[src/source/fetch_cfg.svh]
/*
 * fetch front end sizing
 * word-addressed pc width, memory depth and trap vector reset value
 */
`ifndef FETCH_CFG_SVH
`define FETCH_CFG_SVH

// pc and host address width in words
`define FETCH_ADR_W 30
// instruction memory, indexed by low pc bits
`define FETCH_MEM_DEPTH 256
`define FETCH_MEM_AW 8
// mtvec after reset, word address
`define FETCH_MTVEC_RST 30'h0000_0040

`endif

[src/source/fetch_pkg.sv]
/*
 * fetch machinery types
 * sequencer states and memory port owner
 */
`default_nettype none

package fetch_pkg;

	// idle until start, then request / execute loop
	typedef enum logic [1:0] {
		FS_IDLE,
		FS_REQ,
		FS_EXE
	} fetch_state_e;

	// who drives the single memory port
	typedef enum logic {
		OWN_HOST,
		OWN_FETCH
	} arb_owner_e;

endpackage

`default_nettype wire

[src/source/mem_arbiter.sv]
/*
 * instruction memory arbiter
 * host writes first, fetch reads otherwise, one outstanding read
 */
`default_nettype none
`include "fetch_cfg.svh"

module mem_arbiter (
	input  wire                     clk,
	input  wire                     rst_n,
	input  wire                     host_we,
	input  wire [`FETCH_ADR_W-1:0] host_adr,
	input  wire [31:0]              host_wdata,
	input  wire                     fetch_req,
	input  wire [`FETCH_ADR_W-1:0] fetch_adr,
	output logic                    fetch_gnt,
	output logic                    mem_we,
	output logic [`FETCH_MEM_AW-1:0] mem_adr,
	output logic [31:0]             mem_wdata
);

	import fetch_pkg::*;

	arb_owner_e owner;
	arb_owner_e owner_q;

	// host strobe takes the port outright
	assign owner = host_we ? OWN_HOST : OWN_FETCH;

	// no new read grant while the last one returns data
	assign fetch_gnt = fetch_req & (owner == OWN_FETCH) & (owner_q != OWN_FETCH);

	assign mem_we = host_we;
	assign mem_wdata = host_wdata;
	assign mem_adr = (owner == OWN_HOST) ? host_adr[`FETCH_MEM_AW-1:0] :
		fetch_adr[`FETCH_MEM_AW-1:0];

	// fetch owner only in the cycle after a granted read
	always_ff @(posedge clk or negedge rst_n) begin
		if (!rst_n)
			owner_q <= OWN_HOST;
		else
			owner_q <= fetch_gnt ? OWN_FETCH : OWN_HOST;
	end

endmodule

`default_nettype wire

[config.mk]
export PLATFORM = sky130hd
export DESIGN_NAME = mem_arbiter
export DESIGN_NICKNAME = d
export VERILOG_FILES = /design/src/source/fetch_pkg.sv /design/src/source/mem_arbiter.sv
export VERILOG_INCLUDE_DIRS = /design/src /design/src/source
export SDC_FILE = /design/constraint.sdc
export NUM_CORES = 1
export LEC_CHECK = 0
export BUFFER_PORTS_ARGS = -buffer_cell sky130_fd_sc_hd__buf_2
export CORE_AREA = 4 4 52 54
export DETAILED_ROUTE_END_ITERATION = 7
export DIE_AREA = 0 0 56 58
export PLACE_DENSITY = 0.83
export SYNTH_ARGS = -nofsm -noshare
export SYNTH_HDL_FRONTEND = slang
export SYNTH_SLANG_ARGS = --single-unit
export TNS_END_PERCENT = 1
[constraint.sdc]
create_clock -name clk -period 1.16 [get_ports clk]
set_input_delay 0.058 -clock clk [delete_from_list [all_inputs] [get_ports clk]]
set_output_delay 0.058 -clock clk [all_outputs]
set_load 0.01 [all_outputs]
==> Word level (Yosys, flattened, before mapping) <==
Index checks and enable logic that the tools add are counted.
{ "totals": {"register_bits": 1, "inputBits": 96, "out_inout_bits": 42, "elab_cells": 7} }
{ "op_classes": {"bitwise_logic": 3, "n_mux": 3} }
{ "op_table": {"columns": ["op", "count"], "rows": [
  ["two-way mux 8 bit", 1],
  ["AND 1 bit", 2],
  ["two-way mux 1 bit", 2],
  ["inverter 1 bit", 1]
]} }

==> Logic depth before layout (Yosys ltp) <==
{ "logic_depth": {"depth_word": 4, "mapped_depth": 2, "depth_no_buf": 1} }

==> Worst setup path before layout <==
OpenSTA, ideal clock, no wires.
{ "synth_path": {"path_kind": "reg2reg", "startpoint": "register owner_q", "endpoint": "register owner_q", "path_stages_with_launch": 2, "period_less_slack_ns": 0.851, "setup_time_ns": 0.154, "n_path_buf": 0, "path_slack_ns": 0.309, "arrival_time_ns": 0.696, "t_required_ns": 1.006, "path_cell_list": "dfrtp_1 -> nor3b_1"} }
{ "synth_via": {"elab_chain_cells": 3} }
{ "synth_lines": {"columns": ["element", "line", "rtl"], "rows": [
  ["start: declaration", "mem_arbiter.sv:25", "arb_owner_e owner_q;"],
  ["start signal: assignment", "mem_arbiter.sv:43", "owner_q <= fetch_gnt ? OWN_FETCH : OWN_HOST;"],
  ["inverter 1 bit", "mem_arbiter.sv:31", "assign fetch_gnt = fetch_req & (owner == OWN_FETCH) & (owner_q != OWN_FETCH);"],
  ["AND 1 bit", "mem_arbiter.sv:31", null],
  ["via fetch_gnt", "mem_arbiter.sv:16", "output logic fetch_gnt,"],
  ["two-way mux 1 bit", "mem_arbiter.sv:43", null]
]} }
The timed path passes the listed nets, and every way through them passes these cells.

==> Worst setup path after layout <==
{ "layout_path": {"startpoint": "input host_we", "endpoint": "output mem_adr[7]"} }
{ "layout_via": {"elab_chain_cells": 1} }
{ "layout_lines": {"columns": ["element", "line", "rtl"], "rows": [
  ["start: declaration", "mem_arbiter.sv:11", "input wire host_we,"],
  ["two-way mux 8 bit", "mem_arbiter.sv:35", "assign mem_adr = (owner == OWN_HOST) ? host_adr[`FETCH_MEM_AW-1:0] :"],
  ["end: declaration", "mem_arbiter.sv:18", "output logic [`FETCH_MEM_AW-1:0] mem_adr,"]
]} }
No other way between the ends.

==> impl_results.md <==
- Area share of and/or/nand/nor cells after synthesis: 1.82%
- FF/Latch Area: 25.0 um2
- Number of remaining DRC errors: 0
- Initial antenna violation count: 0
- Pin count of the biggest net entering global routing: 11
- Flip-flop count of the largest register after layout: 1
- Final core area utilization: 15.5%
- Critical path data required time: 1.10 ns
- Placer Congestion: around 0.67
- Placed instance count: 67
- Initial DRC Count: 0
- Adder-cell share of the synthesized area: 0%
- Non-filler cells, final: 68
- Num ports: 138
- Path type of the worst min-delay path: in -> out
- DRT antenna net count: 0
- Top Registers: owner_q x1
- Nets@finish: 138
- Transition time of the tightest slew-check pin: about 0.27 ns
- Total power per unit cell area: 462 nW/um2
- Combinational family with the most area after synthesis: buffers and inverters
- Arrival time of data at the critical path endpoint: 0.78 ns
- Largest stage delay on the critical path: between 0.3 and 0.4 ns
- Number of endpoints failing setup at the final stage: 0
- Drt wl/cell: 13.9 um
- Critical Path Sink Type: primary output
- Share of synthesized area occupied by flip-flops and latches: 6.08%
- Largest delay contributor family on the critical path: buffers and inverters
- Mean Syn Cell Area: between 9 and 10 um2
- Overall routed net length: 943 um
- Register name with the most flops: owner_q
- Starting density of the core: 18.6%
- Class of the most critical setup path: in -> out
- Post-layout min period: around 0.84 ns
- Maximum capacitance violations: 0
- Leading cell type in the layout, fill and taps excluded: sky130_fd_sc_hd__buf_2
- Crit path buf inv count: 2
- Maximum fanout encountered on the critical timing path: 10
- Hold_ws: 0.116 ns
- Final-layout setup total negative slack: 0 ns
- Horizontal die dimension: 56 um
- Cells after synthesis: 44
- Post-CTS repair timing setup buffer count: 0
- Global-route wire length before repair: roughly 1400 um
- Number of hold-slack violations in the final timing report: 0
- Flop and latch count out of synthesis: 1
- Core Area: approximately 2200 um2
- Share of layout cells above drive strength 1: between 90 and 100%
- Clk Latency, worst-skew pair: 0 ns
- Number of global-route vias before repair: 290
- Post-CTS Resized: 0
- Highest-delay cell along the critical path: sky130_fd_sc_hd__mux2_4
- CP cell instances: buf_2, mux2_4, buf_2
- Total nets after synthesis: 140
- Overall Global Routing Usage: 5.30%
- DRT Pass-1 Iters: 1
- Yosys cell types: 5
- Count of antenna diodes in the layout: 0
- Buffers on Ports: 29
- Yosys warns: 0
- Total grt overflow: 0
- Parity-gate share of the synthesized area counting xor and xnor cells: 0%
- Fill cells: between 200 and 300
- CP startpoint kind: input port
- Static leakage: between 0.15 and 0.2 nW
- Die Y: 58 um
- Mapped Area: 412 um2
- Worst setup slack after placement: 0.318 ns
- Area of the multi-input gates: 128 um2
- Result of the run: complete, no violations
- Hold-fix buffers, CTS: 1
- Part of the cycle the worst path needs: 72.1%
- Routed via count divided by cell count: 3.63
- Total die area: between 3000 and 4000 um2
- Share of the synthesized area in compound gates (AO/OA/AOI/OAI): 0%
- Main area contributors after synthesis: sky130_fd_sc_hd__buf_4, sky130_fd_sc_hd__mux2_4, sky130_fd_sc_hd__dfrtp_1
- Fmax: 1200 MHz
- Cell taking the most area after synthesis: sky130_fd_sc_hd__buf_4
- Area share of the largest cell type after synthesis: between 60% and 70%
- Multiplexer share of the synthesized area: 29.2%
- Signed area change from the synthesized netlist to the final layout: -16.7%
- Layout Skew: 0 ns
- Placement Rows: 17
- Setup repair after global routing missed its margin: false
- Relative slew slack: roughly 82%
- Library cell appearing most often on the critical path: sky130_fd_sc_hd__buf_2
- Count of pins over their slew limit: 0
- Post-route setup slack: 0.324 ns
- Most frequent cells in the layout: sky130_fd_sc_hd__buf_2, sky130_fd_sc_hd__mux2_4, sky130_fd_sc_hd__nor3b_1, sky130_fd_sc_hd__dlygate4sd3_1, sky130_fd_sc_hd__dfrtp_1
- Total via count in the routed design: roughly 250
- Worst VDD drop: 195 uV
==> power by group <==
part / internal, mW / total [mW] / switching [mW]
registers: 0.0374 / 0.0381 / 0.000664
logic: 0.0746 / 0.120 / 0.0459
clock network: 0 / 0 / 0
total: 0.112 / 0.159 / 0.0465
==> per-layer routing <==
metal | GRT usage, % | share of wire, % | up-vias
li1 | - | - | 99
met1 | 3.81 | 23 | 102
met2 | 10.4 | 46 | 40
met3 | 4.01 | 28 | 6
met4 | 2.03 | 2.5 | 0
met5 | 0 | 0 | -
==> area by class of cell <==
cell class / count / area share, %
sequential: 1 / 7.30
tap: 28 / 10.2
timing repair buffer: 30 / 45.3
multi-input combinational: 9 / 37.2
==> final timing paths <==
path                                   start           endpoint  cells after the start  slack (ns)
max                                  host_we         mem_adr[7]                      3        0.32
min                           host_wdata[10]      mem_wdata[10]                      0        0.12
max reg2reg                owner_q$_DFF_PN0_  owner_q$_DFF_PN0_                      1        0.48
min reg2reg                owner_q$_DFF_PN0_  owner_q$_DFF_PN0_                      1        0.42
max in group asynchronous              rst_n  owner_q$_DFF_PN0_                      2        0.68
min in group asynchronous              rst_n  owner_q$_DFF_PN0_                      2        0.39
==> synth_stat cells <==
library cell,count
sky130_fd_sc_hd__buf_6,1
sky130_fd_sc_hd__dfrtp_1,1
sky130_fd_sc_hd__mux2_4,8
sky130_fd_sc_hd__buf_4,33
sky130_fd_sc_hd__nor3b_1,1
==> through the flow <==
step | area [um2] | power, mW
final | 343 | 0.159
after detailed placement | 333 | 0.158
after floorplan | 412 | 0.218
after CTS | 343 | 0.161
after global placement | 333 | 0.155
after global routing | 343 | 0.170
==> cell families after synthesis <==
group | after synthesis
buf+inv | 34
mux | 8
flops | 1
simple gates | 1
Note: power is estimated with default switching activity, not from simulation.
