===== src/source/fetch_cfg.svh =====
/*
 * fetch front end sizing
 * word-addressed pc width, memory depth and trap vector reset value
 */
`ifndef FETCH_CFG_SVH
`define FETCH_CFG_SVH

// pc and host address width in words
`define FETCH_ADR_W 30
// instruction memory, indexed by low pc bits
`define FETCH_MEM_DEPTH 256
`define FETCH_MEM_AW 8
// mtvec after reset, word address
`define FETCH_MTVEC_RST 30'h0000_0040

`endif


===== src/source/rv_isa_pkg.sv =====
/*
 * RV32I instruction formats
 * one word seen as J-type or as SYSTEM, plus the opcodes the front end decodes
 */
`default_nettype none

package rv_isa_pkg;

	// jal immediate fields in encoding order
	typedef struct packed {
		logic       imm_20;
		logic [9:0] imm_10_1;
		logic       imm_11;
		logic [7:0] imm_19_12;
		logic [4:0] rd;
		logic [6:0] opcode;
	} rv_jtype_s;

	// ecall, mret, sret all live under SYSTEM
	typedef struct packed {
		logic [11:0] funct12;
		logic [4:0]  rs1;
		logic [2:0]  funct3;
		logic [4:0]  rd;
		logic [6:0]  opcode;
	} rv_system_s;

	typedef union packed {
		rv_jtype_s  j;
		rv_system_s sys;
	} rv_instr_u;

	localparam logic [6:0] OPC_JAL = 7'b1101111;
	localparam logic [6:0] OPC_SYSTEM = 7'b1110011;

	// funct12 of the privileged system ops
	localparam logic [11:0] F12_ECALL = 12'h000;
	localparam logic [11:0] F12_MRET = 12'h302;
	localparam logic [11:0] F12_SRET = 12'h102;

endpackage

`default_nettype wire


===== src/source/redirect_unit.sv =====
/*
 * control-flow decode
 * jal target, ecall / mret / sret, illegal opcode trap,
 * host-written mtvec and sepc
 */
`default_nettype none
`include "fetch_cfg.svh"

module redirect_unit (
	input  wire                     clk,
	input  wire                     rst_n,
	input  rv_isa_pkg::rv_instr_u   instr,
	input  wire [`FETCH_ADR_W-1:0] pc,
	input  wire                     host_csr_we,
	input  wire                     host_csr_sel,
	input  wire [`FETCH_ADR_W-1:0] host_adr,
	output logic                    jmp_condition_ex,
	output logic [`FETCH_ADR_W-1:0] jmp_adr_ex,
	output logic                    ecall_condition_ex,
	output logic                    g_exception,
	output logic                    cmd_mret_ex,
	output logic                    cmd_sret_ex,
	output logic [`FETCH_ADR_W-1:0] csr_mtvec_ex,
	output logic [`FETCH_ADR_W-1:0] csr_sepc_ex
);

	import rv_isa_pkg::*;

	logic                    is_jal;
	logic                    is_sys;
	logic                    is_nop;
	logic                    sys_bad;
	logic [`FETCH_ADR_W-1:0] jal_ofs;

	assign is_jal = (instr.j.opcode == OPC_JAL);
	assign is_sys = (instr.sys.opcode == OPC_SYSTEM);
	// all-zero word fills unused memory
	assign is_nop = (instr.sys.opcode == 7'b0000000);

	// byte offset bits 20:2, the word offset
	assign jal_ofs = {{11{instr.j.imm_20}}, instr.j.imm_20, instr.j.imm_19_12,
		instr.j.imm_11, instr.j.imm_10_1[9:1]};

	assign jmp_condition_ex = is_jal;
	assign jmp_adr_ex = pc + jal_ofs;

	// system view
	assign ecall_condition_ex = is_sys & (instr.sys.funct12 == F12_ECALL);
	assign cmd_mret_ex = is_sys & (instr.sys.funct12 == F12_MRET);
	assign cmd_sret_ex = is_sys & (instr.sys.funct12 == F12_SRET);
	assign sys_bad = is_sys & ~(ecall_condition_ex | cmd_mret_ex | cmd_sret_ex);

	// unknown opcode or unknown system function
	assign g_exception = ~(is_jal | is_sys | is_nop) | sys_bad;

	// sel 0 is mtvec, sel 1 is sepc
	always_ff @(posedge clk or negedge rst_n) begin
		if (!rst_n) begin
			csr_mtvec_ex <= `FETCH_MTVEC_RST;
			csr_sepc_ex <= '0;
		end else if (host_csr_we) begin
			if (host_csr_sel)
				csr_sepc_ex <= host_adr;
			else
				csr_mtvec_ex <= host_adr;
		end
	end

endmodule

`default_nettype wire


===== config.mk =====
export PLATFORM = sky130hd
export DESIGN_NAME = redirect_unit
export DESIGN_NICKNAME = d
export VERILOG_FILES = /design/src/source/rv_isa_pkg.sv /design/src/source/redirect_unit.sv
export VERILOG_INCLUDE_DIRS = /design/src /design/src/source
export SDC_FILE = /design/constraint.sdc
export NUM_CORES = 1
export LEC_CHECK = 0
export ABC_CLOCK_PERIOD_IN_PS = 5400
export BUFFER_PORTS_ARGS = -buffer_cell sky130_fd_sc_hd__buf_4
export CAP_MARGIN = 20
export CORE_ASPECT_RATIO = 0.8
export CORE_MARGIN = 5
export CORE_UTILIZATION = 45
export CTS_BUF_LIST = sky130_fd_sc_hd__clkbuf_4 sky130_fd_sc_hd__clkbuf_8
export DETAILED_ROUTE_END_ITERATION = 7
export MAX_ROUTING_LAYER = met4
export PLACE_DENSITY = 0.78
export SLEW_MARGIN = 20
export SYNTH_ARGS = -nofsm -noshare
export SYNTH_HDL_FRONTEND = slang
export SYNTH_SLANG_ARGS = --single-unit

===== constraint.sdc =====
create_clock -name clk -period 5.4 [get_ports clk]
set_input_delay 0.81 -clock clk [delete_from_list [all_inputs] [get_ports clk]]
set_output_delay 0.81 -clock clk [all_outputs]
set_load 0.05 [all_outputs]

Word level (Yosys, flattened, before mapping)
Index checks and enable logic that the tools add are counted.
Operators by class
  $add $sub $neg: 1
  eq/ne operators: 4
  bitwise gates (word level): 12
  reduce and logical (&&, ||, !) cells: 4
Operators by type and width (number)
  30-bit adder: 1
  7-bit equality test (second input constant): 2
  12-bit by 10-bit equality test with 1-bit output (second input constant): 1
  12-bit by 9-bit equality test with 1-bit output (second input constant): 1
  12-bit zero test: 1
  7-bit zero test: 1
  1-bit bitwise OR: 5
  1-bit bitwise AND: 4
  2-bit AND reduction: 2
  1-bit inverter: 3
Storage, ports and cells
  bits in registers: 60
  bits of input ports: 96
  logic and storage cells: 23

Longest topological paths before layout
  depth in word-level cells: 7
  gate-level depth with buffers: 10
  gate-level depth less buffers: 10

Worst setup path before layout
No wires, ideal clock.
  path type: input to output
  from: in instr[20] in the netlist's numbering
  to: out g_exception
  arrival time: 3.505 ns
  required time: 4.590 ns
  path slack: 1.085 ns
  stages: 4
  path through: nor4b_1 -> nand4b_1 -> nor4_1 -> nor4_1
Between the ends
  cells in the longest elaborated chain, start to end: 7
RTL lines
  start, declared: RTL line redirect_unit.sv:12  | input rv_isa_pkg::rv_instr_u instr,
  12-bit zero test: RTL line redirect_unit.sv:48  | assign ecall_condition_ex = is_sys & (instr.sys.funct12 == F12_ECALL);
  1-bit bitwise AND: RTL line redirect_unit.sv:48
  net ecall_condition_ex: RTL line redirect_unit.sv:19  | output logic ecall_condition_ex,
  1-bit bitwise OR (2 in series): RTL line redirect_unit.sv:51  | assign sys_bad = is_sys & ~(ecall_condition_ex | cmd_mret_ex | cmd_sret_ex);
  1-bit inverter: RTL line redirect_unit.sv:51
  1-bit bitwise AND: RTL line redirect_unit.sv:51
  1-bit bitwise OR: RTL line redirect_unit.sv:54  | assign g_exception = ~(is_jal | is_sys | is_nop) | sys_bad;
  end, declared: RTL line redirect_unit.sv:20  | output logic g_exception,
The timed path passes the listed nets, and every way through them passes these cells.

Worst setup path in the final report
  from: in instr[22] in the netlist's numbering
  to: out jmp_adr_ex[22]
Between the ends
  cells in the longest elaborated chain, start to end: 1
RTL lines
  30-bit adder: RTL line redirect_unit.sv:45  | assign jmp_adr_ex = pc + jal_ofs;
  end, declared: RTL line redirect_unit.sv:18  | output logic [`FETCH_ADR_W-1:0] jmp_adr_ex,
No other way between the ends.

==> metrics.md <==
| Metric | Value |
|---|---|
| Status | finished clean |
| Endpoints failing setup | 0 |
| CP delay by family, top | compound AO/OA/AOI/OAI gates |
| XOR/XNOR share of the synthesized area | 0.06160 |
| EDFF count, synth | 0 |
| CP max FO | 4 |
| Via Count | between 3000 and 4000 |
| Asr flop ratio synth | 1.000 |
| Post-synth top cells | 60 x mux2_2, 59 x dfrtp_1, 30 x a21oi_1, 29 x ha_1, 21 x nand2_1 |
| Total wire length | between 10000 and 15000 µm |
| Largest net degree at the start of global routing | 61 |
| DRC viols | 0 |
| Slew @ Worst Pin | 0.7295 ns |
| Buffers plus inverters on the worst setup path | 3 |
| Part of the power in registers | 0.283 |
| CP Cell Sequence | buf_4 > ha_1 > inv_1 > fa_1 > nor2b_4 > o2111ai_2 > nand3_4 > a31oi_2 > o41ai_4 > a21oi_1 > xnor2_1 > buf_4 |
| Vias in the first global route | around 3800 |
| P_int | 1083 µW |
| Worst skew pair latency | around 0.33 ns |
| Average wire per standard cell | 17.49 µm |
| Drt pass-1 iters | 4 |
| Fin. max-slew vios | 0 |
| PD cells | 345.3 nW/µm² |
| GPL Wtd Cong | 0.9785 |
| Adder-cell share of the synthesized area | 0.09617 |
| PostCTS Resize Cnt | 0 |
| Vias per cell | 5.420 |
| Max-cap check violation count | 0 |
| DIE AREA | 10840 µm² |
| Seq/Total Area, Yosys | 0.3774 |
| Syn Area/Cell | 10.76 µm² |
| RSZ-0062 raised after global routing | no |
| Tcrit/Tclk final | 0.7199 |
| Mapped Area | 3981 µm² |
| Final TNS setup | 0 ns |
| Area leader, netlist | dfrtp_1 |
| # diodes | 0 |
| Starting DRT DRC Count | 213 |
| Core Rows | 30 |
| Synth warn | 0 |
| Worst VDD drop | 0.2452 mV |
| All-Layer GR Usage | 0.2246 |
| Critical Path Source Type | input port |
| Yosys top cell area share | 0.3708 |
| Cells after Synth | 370 |
| Synth area leaders | dfrtp_1 37%, mux2_2 17%, ha_1 9.1%, xnor2_1 4.0%, a21oi_1 3.8% |
| Inserted Clock Buffers | 9 |
| Worst path most repeated cell | buf_4 |
| Core area | roughly 8600 µm² |
| Met3 GRT Util | 0.06568 |
| DP HPWL | 9456 µm |
| Top-count cell post-synth | mux2_2 |
| Synth Area in Simple Gates | 0.1153 |
| Post-synthesis compound-gate area fraction | 0.1524 |
| FF-to-FF Start | csr_sepc_ex[14] |
| Worst Setup End Kind | output pin |
| Clk_skew | 0 ns |
| Hold Crit Start | csr_mtvec_ex[16] |
| HP Class | register to register |
| Period minus WS final | 3.887 ns |
| Leak | ~0.0027 µW |
| CTS clk-pin slew, worst paths | 0.07 ns |
| Starting density of the core | 0.4652 |
| Critical Path Max Stage Delay | 0.44 ns |
| CP max-delay cell | fa_1 |
| Worst Path Required | 4.59 ns |
| Post-CTS Hold Fix Bufs | 0 |
| First-pass GRT wire length | 18970 µm |
| Combinational power share | 0.508 |
| Clock share of power | 0.210 |
| GRT busiest layer | met2 |
| Max Clk Rate | between 200 and 300 MHz |
| Layout area overhead | 42.49% |
| Buffers on Ports | roughly 190 |
| Slew HR | 0.5137 |
| Seq cells post-synth | 60 |
| Share of layout cells above drive strength 1 | 0.5000 |
| Global route overflow | 0 |
| CP startpoint | instr[22] |
| Critical Path AT | between 3 and 4 ns |
| Mux contribution to synthesized area | 0.1722 |
| Initial antenna violation count | 0 |
| CTS tree | built |
| Unique masters post-synth | 58 |
| Synth Net Count | 496 |
| Worst Setup Path Type | input port to output pin |
| Top FF cell, synth | dfrtp_1 |
| Final core occ | 0.6629 |
| Hold WS | 0.5075 ns |
| Die height | 94.13 µm |
| Clock Tree Buf Depth | 2 |
| Met1 Resource Use GR | 0.2662 |
| Antenna viol nets, final | 0 |
| Num ports | 191 |
| H-tree depth | 3 |
| CTS Root Cell | clkbuf_8 |
| Met2 Resource Use GR | 0.3791 |
| Post-CTS Setup Bufs | 0 |
| Largest family of logic cells by synthesized area | multiplexers |
| Nets | roughly 680 |
| CTS sink cnt | 60 |
| Die Wd | 115.2 µm |
| Net switching power | between 800 and 900 µW |
| Final Hold Fails | 0 |
| Sw Ratio | 0.4473 |
[layer usage]
metal,vias to the layer above,wire length [µm]
met4,0,87
met5,-,0
met1,1748,4885
met2,145,5671
li1,1740,-
met3,9,1109
[area by class of cell]
type,count,area (µm²)
clock inverters,6,71.32
fillers,689,2885
clock buffers,10,137.6
inverters,10,37.54
multi-input cells,287,2380
well taps,112,140.1
flip-flops and latches,60,1503
repair buffers,187,1404
[power groups by stage]
| stage | registers, µW | logic [µW] | clock network, µW |
|---|---|---|---|
| after floorplan | 793 | 438 | 0 |
| after global placement | 554 | 985 | 0 |
| after detailed placement | 559 | 996 | 0 |
| after CTS | 554 | 998 | 424 |
| after global routing | 562 | 1050 | 444 |
| final | 554 | 994 | 411 |
[path summary, 6_finish.rpt]
kind / to / slack, ns / cells past startpoint
max: jmp_adr_ex[22] / 1.51 / 12
max reg2reg: csr_sepc_ex[14] / 4.60 / 1
min reg2reg: csr_mtvec_ex[16] / 0.51 / 1
max in group asynchronous: csr_sepc_ex[19] / 4.38 / 1
min: csr_mtvec_ex[16] / 0.51 / 1
min in group asynchronous: csr_mtvec_ex[22] / 0.53 / 1
[registers in the layout, indices dropped and copies added (netlist names)]
name / cells
csr_sepc_ex: 30
csr_mtvec_ex: 30
[cell usage in the layout, fill, tap and decap left out, types with 3 or more instances in the layout]
master	instances
a21o_1	14
a21oi_1	30
a31oi_1	6
and2_1	4
and3_1	3
buf_4	187
clkbuf_8	10
dfrtp_1	59
ha_1	29
inv_1	10
mux2_2	60
nand2_1	21
nand3_1	7
nand4_1	5
nor2_1	15
nor3_1	5
nor4_1	6
o21ai_0	5
o21ai_1	7
o21bai_1	3
xnor2_1	18
xor2_1	10
[metrics by stage]
step                worst slack [ns]  std cells  total power (µW)  cell area, µm²
floorplan                      1.085        370              1231            3981
global placement               1.574        656              1539            5464
detailed placement             1.535        656              1556            5464
CTS                            1.519        672              1976            5673
global route                   1.380        672              2052            5673
finish                         1.513        672              1959            5673
[cell families (layout without fill, tap and decap cells)]
logic type | after synthesis | after routing
AND/OR/NAND/NOR | 83 | 83
adder cells (fa/ha/maj) | 30 | 30
buffers and inverters | 23 | 213
multiplexers | 61 | 61
XOR/XNOR | 28 | 28
flip-flops | 60 | 60
AO/OA/AOI/OAI | 85 | 85
Note: power is estimated with default switching activity, not from simulation.
