--- src/source/fetch_cfg.svh ---
/*
 * fetch front end sizing
 * word-addressed pc width, memory depth and trap vector reset value
 */
`ifndef FETCH_CFG_SVH
`define FETCH_CFG_SVH

// pc and host address width in words
`define FETCH_ADR_W 30
// instruction memory, indexed by low pc bits
`define FETCH_MEM_DEPTH 256
`define FETCH_MEM_AW 8
// mtvec after reset, word address
`define FETCH_MTVEC_RST 30'h0000_0040

`endif

--- src/source/pc_stage.sv ---
/*
 * program counter stage
 * start load, trap / return / jal redirect, increment, exception pc capture
 */
`default_nettype none
`include "fetch_cfg.svh"

module pc_stage (
	input  wire                     clk,
	input  wire                     rst_n,
	input  wire                     cpu_start,
	input  wire                     cpu_stat_pc,
	input  wire                     ecall_condition_ex,
	input  wire                     g_interrupt,
	input  wire                     g_exception,
	input  wire                     jmp_condition_ex,
	input  wire                     cmd_mret_ex,
	input  wire                     cmd_sret_ex,
	input  wire [`FETCH_ADR_W-1:0] cpu_start_adr,
	input  wire [`FETCH_ADR_W-1:0] csr_mtvec_ex,
	input  wire [`FETCH_ADR_W-1:0] csr_mepc_ex,
	input  wire [`FETCH_ADR_W-1:0] csr_sepc_ex,
	input  wire [`FETCH_ADR_W-1:0] jmp_adr_ex,
	output logic [`FETCH_ADR_W-1:0] pc,
	output logic [`FETCH_ADR_W-1:0] pc_excep
);

	logic                    trap;
	logic                    redirect;
	logic [`FETCH_ADR_W-1:0] redirect_adr;
	logic                    cpu_adr_ld;

	// any trap source goes to mtvec
	assign trap = ecall_condition_ex | g_interrupt | g_exception;
	assign redirect = trap | jmp_condition_ex | cmd_mret_ex | cmd_sret_ex;

	// trap beats return, return beats jal
	assign redirect_adr = trap ? csr_mtvec_ex :
		cmd_mret_ex ? csr_mepc_ex :
		cmd_sret_ex ? csr_sepc_ex : jmp_adr_ex;

	// start pending until the first stat pulse
	always_ff @(posedge clk or negedge rst_n) begin
		if (!rst_n)
			cpu_adr_ld <= 1'b0;
		else if (cpu_stat_pc)
			cpu_adr_ld <= 1'b0;
		else if (cpu_start)
			cpu_adr_ld <= 1'b1;
	end

	// pc only moves on the edge that ends a stat pulse
	always_ff @(posedge clk or negedge rst_n) begin
		if (!rst_n)
			pc <= '0;
		else if (cpu_stat_pc & cpu_adr_ld)
			pc <= cpu_start_adr;
		else if (cpu_stat_pc & redirect)
			pc <= redirect_adr;
		else if (cpu_stat_pc)
			pc <= pc + 1'b1;
	end

	// faulting pc, read back as mepc
	always_ff @(posedge clk or negedge rst_n) begin
		if (!rst_n)
			pc_excep <= '0;
		else if (cpu_stat_pc & trap)
			pc_excep <= pc;
	end

endmodule

`default_nettype wire

--- config.mk ---
export PLATFORM = sky130hd
export DESIGN_NAME = pc_stage
export DESIGN_NICKNAME = d
export VERILOG_FILES = /design/src/source/pc_stage.sv
export VERILOG_INCLUDE_DIRS = /design/src /design/src/source
export SDC_FILE = /design/constraint.sdc
export NUM_CORES = 1
export LEC_CHECK = 0
export CAP_MARGIN = 20
export CORE_MARGIN = 5
export CORE_UTILIZATION = 58
export DETAILED_ROUTE_END_ITERATION = 10
export DONT_BUFFER_PORTS = 1
export PLACE_DENSITY = 0.77
export SYNTH_ARGS = -nofsm -noshare
export SYNTH_HDL_FRONTEND = slang
export SYNTH_SLANG_ARGS = --single-unit
--- constraint.sdc ---
create_clock -name clk -period 1.81 [get_ports clk]
set_input_delay 0.0905 -clock clk [delete_from_list [all_inputs] [get_ports clk]]
set_output_delay 0.0905 -clock clk [all_outputs]
set_load 0.1 [all_outputs]
-- Yosys cells after proc, flatten, opt, wreduce, memory -nomap -nowiden
Cells that the tools add are included.
- memory bits (writable): 0
- memories: 0
- logic and storage cells: 22
- bits in registers: 61
- ROM bits: 0
- output and inout port bits: 60
- input port bits: 160
- bits in latches: 0
- shift-type cells: 0
- bitwise operators: 8
- $add $sub $neg: 1
- muxes and demuxes: 8
- multiply operators: 0
- reduce and logical (&&, ||, !) cells: 2
- eq/ne operators: 0
- div/mod/pow operators: 0
- order comparisons: 0
- operator list (cell ; count):
    $mux 30 ; 6
    $add 30x1->30 const B ; 1
    $or 1x1->1 ; 5
    $and 1x1->1 ; 3
    $reduce_bool 3->1 ; 1
    $mux 1 ; 2
    $reduce_bool 2->1 ; 1

-- Logic depth before layout (Yosys ltp)
Gate-level depths: netlist (run 1).
- word-level depth: 8
- gate-level depth with buffers: 8
- depth with buffers taken out: 6

-- Least setup slack after synthesis (run 1)
Ideal clock, no wire load.
- kind: reg2reg
- start point: register pc[1]
- end point: register pc[20]
- stages on the path, launching flop included: 8
- clock period less this slack: 2618 ps
- setup time: 132 ps
- data arrival time: 2486 ps
- required time: 1678 ps
- slack: -808 ps
- path through: dfrtp_1 -> ha_1 -> nand2_1 -> or3_1 -> buf_2 -> o31ai_1 -> nor3b_1 -> o211ai_1
- cells in the longest elaborated chain, start to end: 4
- RTL lines (element ; RTL line ; RTL):
    start: declaration ; pc_stage.sv:24 ; output logic [`FETCH_ADR_W-1:0] pc,
    start signal: assignment ; pc_stage.sv:57 ; pc <= cpu_start_adr;
    start signal: assignment ; pc_stage.sv:59 ; pc <= redirect_adr;
    start signal: assignment ; pc_stage.sv:61 ; pc <= pc + 1'b1;
    $add 30x1->30 ; pc_stage.sv:61 ;
    $mux 30 ; pc_stage.sv:60 ; else if (cpu_stat_pc)
    $mux 30 ; pc_stage.sv:58 ; else if (cpu_stat_pc & redirect)
    $mux 30 ; pc_stage.sv:56 ; else if (cpu_stat_pc & cpu_adr_ld)
No other way between the ends. The select of a mux whose other input is x is not followed.
A chain may end at the register's enable or synchronous reset.

-- Worst setup path after layout (run 1)
- start point: register pc[7]
- end point: register pc[9]
Same word-level chain as after synthesis.

==> reports/metrics.csv, run 1 <==
stage,metric,value,unit
critical_path,Critical Path Source,pc[7],
synth,"Avg Cell Area, Syn",8.597,µm²
cells_and_area,Final nets,771,
cells_and_area,fillers,459,
synth,Post-synth EDFFs,0,
critical_path,crit end category,register,
timing,final worst setup slack,-2.879,ps
timing,Fin Setup TNS,-5.547,ps
floorplanning,row cnt,31,
synth,Area contributors post-synth,"dfrtp_1, mux2_2, nand2_1",
critical_path,worst setup path endpoint,pc[9],
critical_path,WP data required,2080,ps
synth,Commonest cells post-synth,"nand2_1, dfrtp_1, o21ai_0, mux2_2, a21oi_1",
synth,most common cell in the netlist,nand2_1,
floorplanning,io pins,220,
power_and_ir_drop,VDD IR max,0.0004397,V
critical_path,CP Max Fanout,6,
routing,DR iter-0 viols,502,
cts,CTS max path bufs,2,
floorplanning,DIE WIDTH,97.03,µm
critical_path,Worst Reg-to-Reg Cells,6,
power_and_ir_drop,P_int,3.099,mW
power_and_ir_drop,pwr dens,1062,nW/µm²
cts,htree depth,3,
grt,first-pass GRT wire length,28420,µm
timing,setup violators final,2,
critical_path,r2r setup slk,-3,ps
power_and_ir_drop,combinational share of power,0.503,
synth,Synth Register Bits,61,
synth,library cells used by synthesis,61,
timing,Final Slew Violations,0,
timing,Period minus WS final,1813,ps
timing,Tcrit/Tclk final,1.002,
cts,clock-pin slew on the worst setup and hold paths,70,ps
power_and_ir_drop,Leak,2.368,nW
power_and_ir_drop,Seq pwr share,0.288,
synth,post-synth top area share,0.3475,
critical_path,WP data arrival,2080,ps
synth,sequential element share of the synthesized area,0.3475,
power_and_ir_drop,Net Switching,3.161,mW
grt,vias in the first global route,5089,
timing,WHS,5.239,ps
placement,gpl congestion,0.9321,
routing,First-pass DRT Iterations,6,
cts,latest clock arrival within the worst-skew pair,350,ps
power_and_ir_drop,switching share of power,0.5049,
grt,Total GRT Usage,0.3791,
placement,port bufs,0,
placement,Detailed Place HPWL,13010,µm
grt,initial antenna violation count,3,
routing,wire length per cell,25.90,µm
critical_path,Critical Path Start Type,register,
critical_path,RR Startpoint,pc[7],
synth,cell taking the most area after synthesis,dfrtp_1,
floorplanning,die height,97.03,µm
cells_and_area,"Design Area, Final",5894,µm²
min_path,HP Class,in2reg,
routing,total wire length,18570,µm
routing,ANT nets after route,0,
timing,Least-Margin Pin Slew,558.4,ps
timing,RSZ-0062 raised after global routing,true,
synth,syn_nets,672,
timing,Fin. Hold Viols,0,
critical_path,critical path class,reg2reg,
floorplanning,Initial Util,0.5992,
power_and_ir_drop,clock share of power,0.209,
synth,Synth Cell Area,4393,µm²
outcome,failing checks,setup timing,
cells_and_area,share of layout cells above drive strength 1,0.3366,
cts,clk sinks,61,
synth,ys async rst share,1.000,
routing,Residual DRC,0,
cells_and_area,Area Growth Syn to Fin,34.18,%
floorplanning,core area,7331,µm²
routing,Vias,5018,
synth,Synth Flop Type,dfrtp_1,
cts,CTS tree,done,
timing,slew margin rel.,0.6238,
routing,Vias/cell,6.999,
timing,max frequency,551.6,MHz
cts,clock root buffer,clkbuf_8,
grt,global route overflow,0,
run,MaxCap Viol Count,0,
placement,post-place instance area,5243,µm²
critical_path,worst reg2reg endpoint,pc[9],
timing,Final Skew,9.262,ps
floorplanning,DIE AREA,9415,µm²
grt,largest net degree at the start of global routing,62,
synth,cells after synthesis,511,
cts,CTS Buf Count,9,
outcome,status,finished with violations,
synth,Ys Warns,0,
==> power groups by stage <==
| stage | combinational (mW) | sequential, mW | clock, mW |
|---|---|---|---|
| 6_report | 3.15 | 1.80 | 1.31 |
| 3_5_place_dp | 2.95 | 1.80 | 0 |
| 5_1_grt | 3.25 | 1.83 | 1.36 |
| 4_1_cts | 3.06 | 1.78 | 1.28 |
| 3_3_place_gp | 2.92 | 1.79 | 0 |
| 2_1_floorplan | 0.661 | 3.48 | 0 |
==> area by class of cell <==
| cell class | instances | area, µm² | share of cell area |
|---|---|---|---|
| Clock inverter | 4 | 47.55 | 0.008066 |
| Antenna cell | 3 | 7.507 | 0.001274 |
| Clock buffer | 12 | 155.1 | 0.02632 |
| Timing Repair Buffer | 128 | 1122 | 0.1904 |
| Multi-Input combinational cell | 402 | 2793 | 0.4738 |
| Tap cell | 99 | 123.9 | 0.02101 |
| Sequential cell | 61 | 1615 | 0.2740 |
| Inverter | 8 | 30.03 | 0.005094 |
==> metrics by stage <==
| step | setup slack, ps | cells | total power, mW | util |
|---|---|---|---|---|
| floorplan | -195.6 | 511 | 4.143 | - |
| global placement | 32.17 | 663 | 4.705 | 0.7151 |
| detailed placement | -89.75 | 663 | 4.751 | 0.7151 |
| CTS | 26.23 | 707 | 6.113 | 0.7856 |
| global route | -28.77 | 717 | 6.441 | 0.8041 |
| finish | -2.879 | 717 | 6.260 | 0.8041 |
==> placed cells by master (no fill, tap or decap), drive strengths merged, types with 9 or more instances in the layout <==
cell,Yosys,layout
o21ai,42,42
a21oi,26,26
mux2,34,34
a31oi,12,12
mux2i,21,21
o22ai,10,10
dlygate4sd3,0,26
a211oi,18,18
clkbuf,19,12
nand2b,11,11
nor2,24,24
dfrtp,61,61
buf,21,102
nand2,74,74
nand3,22,22
o211ai,20,20
nor3,9,9
==> worst max-delay path, cell delays in order, from the launching register on <==
cell and delay, ps:
dfrtp_4 440, buf_4 340, nand2_1 120, nor3_1 280
xor2_1 190, o221ai_1 170, a31oi_1 190
==> state kept, by name (all words and copies together) (netlist names) <==
| name | count |
|---|---|
| pc_excep | 30 |
| cpu_adr_ld | 1 |
| pc | 30 |
==> how the worst min path moves through the flow <==
stage / end / cells past startpoint / slack, ps / start
6_report: pc[1] / 3 / 5 / cmd_sret_ex
5_1_grt: pc[3] / 2 / 20 / cpu_stat_pc
4_1_cts: pc[3] / 2 / 1 / cpu_stat_pc
3_5_place_dp: pc_excep[4] / 0 / -200 / rst_n
3_3_place_gp: pc_excep[4] / 0 / -200 / rst_n
2_1_floorplan: cpu_adr_ld / 0 / -210 / rst_n
==> per-layer routing <==
layer	global-route usage	up-vias	wire (µm)
met4	0.1598	0	866
met5	0	-	0
met2	0.6438	410	9056
met1	0.4504	2414	6485
met3	0.1029	81	2159
li1	-	2113	-
==> what timing repair did <==
action | in CTS | in global routing
hold buffers | 28 | 0
hold endpoints to repair | 88 | 0
cloned | 0 | 0
gates resized for setup | 2 | 20
pin swaps | 0 | 8
buffers inserted | 0 | 7
endpoints found under the setup margin | 3 | 10
==> kinds of logic after synthesis <==
kind of cell             share of synthesized area
flip-flops                                  0.3475
AO/OA/AOI/OAI                               0.2484
AND/OR/NAND/NOR                             0.2019
multiplexers                                0.1350
adder cells (fa/ha/maj)                   0.002848
XOR/XNOR                                   0.01595
buffers and inverters                      0.04842
(Power assumes the default switching activity.)
==> run 2: changes to the inputs <==
--- a/config.mk
+++ b/config.mk
@@ -8,10 +8,11 @@
 export LEC_CHECK = 0
 export CAP_MARGIN = 20
 export CORE_MARGIN = 5
-export CORE_UTILIZATION = 58
+export CORE_UTILIZATION = 65
 export DETAILED_ROUTE_END_ITERATION = 10
 export DONT_BUFFER_PORTS = 1
-export PLACE_DENSITY = 0.77
+export PLACE_DENSITY = 0.82
+export REMOVE_ABC_BUFFERS = 1
 export SYNTH_ARGS = -nofsm -noshare
 export SYNTH_HDL_FRONTEND = slang
 export SYNTH_SLANG_ARGS = --single-unit
==> constraint.sdc (replaced) <==
create_clock -name clk -period 1.75 [get_ports clk]
set_input_delay 0.0875 -clock clk [delete_from_list [all_inputs] [get_ports clk]]
set_output_delay 0.0875 -clock clk [all_outputs]
set_load 0.1 [all_outputs]
==> reports/metrics.csv, run 2 (synthesis results as in run 1) <==
stage,metric,value,unit
timing,Period minus WS final,1899,ps
critical_path,most frequent CP cell,buf_4,
outcome,failing checks,setup timing,
placement,worst slack at placement,-75.44,ps
timing,final worst setup slack,-148.6,ps
routing,DR iter-0 viols,789,
critical_path,RR Startpoint,pc[2],
cts,clk sinks,61,
cells_and_area,Final nets,776,
critical_path,r2r setup slk,-150,ps
critical_path,WP data required,1970,ps
run,MaxCap Viol Count,0,
cells_and_area,"Design Area, Final",5846,µm²
timing,Least-Margin Pin Slew,621.8,ps
cts,clock-pin slew on the worst setup and hold paths,70,ps
grt,initial antenna violation count,1,
cells_and_area,most frequent cells in the layout,"buf_4, nand2_1, dfrtp_1",
grt,vias in the first global route,5274,
cts,CTS max path bufs,2,
cells_and_area,"leading cell type in the layout, fill and taps excluded",buf_4,
placement,gpl congestion,0.8547,
power_and_ir_drop,VDD IR max,0.0007222,V
cts,CTS Buf Count,9,
cts,latest clock arrival within the worst-skew pair,360,ps
floorplanning,DIE WIDTH,92.21,µm
timing,max frequency,526.7,MHz
grt,Total GRT Usage,0.4240,
power_and_ir_drop,pwr dens,1127,nW/µm²
placement,Detailed Place HPWL,11820,µm
routing,Vias/cell,7.745,
cts,htree depth,3,
cells_and_area,share of layout cells above drive strength 1,0.3065,
floorplanning,Initial Util,0.6575,
routing,wire length per cell,27.60,µm
critical_path,"CP delay by family, top",buffers and inverters,
power_and_ir_drop,total power,6.588,mW
min_path,hold path cells,4,
grt,global route overflow,0,
grt,first-pass GRT wire length,28010,µm
power_and_ir_drop,Leak,2.425,nW
cts,clock root buffer,clkbuf_8,
cts,CTS tree,done,
min_path,worst hold start,cpu_start_adr[0],
floorplanning,row cnt,30,
placement,port bufs,0,
critical_path,CP max stage delay,420,ps
critical_path,WP data arrival,2120,ps
cells_and_area,fillers,314,
critical_path,CP Buf/Inv Count,3,
timing,RSZ-0062 raised after global routing,true,
placement,post-place instance area,5115,µm²
cells_and_area,top flop regs,"pc x30, pc_excep x30, cpu_adr_ld x1",
outcome,status,finished with violations,
floorplanning,die height,92.21,µm
timing,Final Slew Violations,0,
critical_path,worst reg2reg endpoint,pc[12],
min_path,HP Class,in2reg,
routing,Residual DRC,0,
timing,Fin. Hold Viols,0,
routing,First-pass DRT Iterations,6,
floorplanning,io pins,220,
routing,Vias,5429,
critical_path,CP max-delay cell,dfrtp_1,
floorplanning,DIE AREA,8503,µm²
timing,WHS,18.35,ps
timing,setup violators final,17,
min_path,Hold Path Sink,pc[0],
critical_path,crit end category,register,
grt,largest net degree at the start of global routing,62,
timing,Final Skew,12.39,ps
critical_path,Worst Reg-to-Reg Cells,8,
timing,Fin Setup TNS,-1508,ps
floorplanning,core area,6681,µm²
routing,ANT nets after route,0,
routing,total wire length,19350,µm
critical_path,Critical Path Start Type,register,
critical_path,CP Max Fanout,6,
critical_path,critical path class,reg2reg,
cells_and_area,Area Growth Syn to Fin,33.07,%
timing,Tcrit/Tclk final,1.085,
critical_path,"Cell Chain, Critical Path",nand4_4 > buf_4 > nor4_4 > buf_4 > buf_4 > a21oi_1 > o21ai_0 > a31oi_1,
timing,slew margin rel.,0.5839,
==> run 2: cell types whose count changed in the layout (fill, tap and decap cells not counted), sizes merged <==
| cell | previous run | this run |
|---|---|---|
| diode | 3 | 1 |
| clkinvlp | 1 | 0 |
| buf | 102 | 107 |
| bufinv | 1 | 2 |
==> run 2: worst register-to-register path, stage by stage, from the launching register on <==
cell     delay (ps)
dfrtp_1         420
nand4_4         150
buf_4           200
nor4_4          380
buf_4           220
buf_4           110
a21oi_1          80
o21ai_0         110
a31oi_1         120
==> run 2: report_power, final <==
part / total, mW / leakage (nW) / internal (mW) / switching (mW)
Clock: 1.49 / 0.116 / 0.876 / 0.611
Sequential: 1.80 / 0.701 / 1.64 / 0.163
Combinational: 3.30 / 1.61 / 0.799 / 2.50
==> run 2: worst max path at each step <==
stage	slack, ps	cells after the start	to	start
final	-150	8	pc[12]	pc[2]
after global placement	30	5	pc[20]	pc[3]
after detailed placement	-80	5	pc[20]	pc[2]
after floorplan	-1020	5	pc[29]	pc[2]
after CTS	-30	6	pc[4]	pc[3]
after global routing	-230	6	pc[4]	pc[3]
==> run 2: repair_timing <==
item,CTS,global route
pin swaps,4,17
gates resized for setup,7,30
setup endpoints to repair,14,24
hold endpoints to repair,87,0
buffers inserted,1,5
hold buffers,28,0
==> run 2: per-layer routing <==
metal / share of wire / vias to the layer above / global-route usage
met5: 0 / - / 0
met4: 0.077 / 0 / 0.2649
met3: 0.15 / 203 / 0.1395
met2: 0.46 / 647 / 0.6758
met1: 0.31 / 2465 / 0.4908
li1: - / 2114 / -
==> run 2: final cells by class <==
class,count,area [µm²],share of cell area
inverters,8,30.03,0.005137
multi-input cells,402,2771,0.4741
clock buffers,12,155.1,0.02654
clock inverters,4,70.07,0.01199
flip-flops and latches,61,1528,0.2613
repair buffers,133,1189,0.2033
well taps,80,100.1,0.01712
diodes,1,2.502,0.0004281
==> run 2: metrics by stage <==
step           cells  utilization
6_report         701       0.8749
3_5_place_dp     650       0.7655
2_1_floorplan    471            -
4_1_cts          695       0.8526
5_1_grt          700       0.8745
3_3_place_gp     650       0.7655
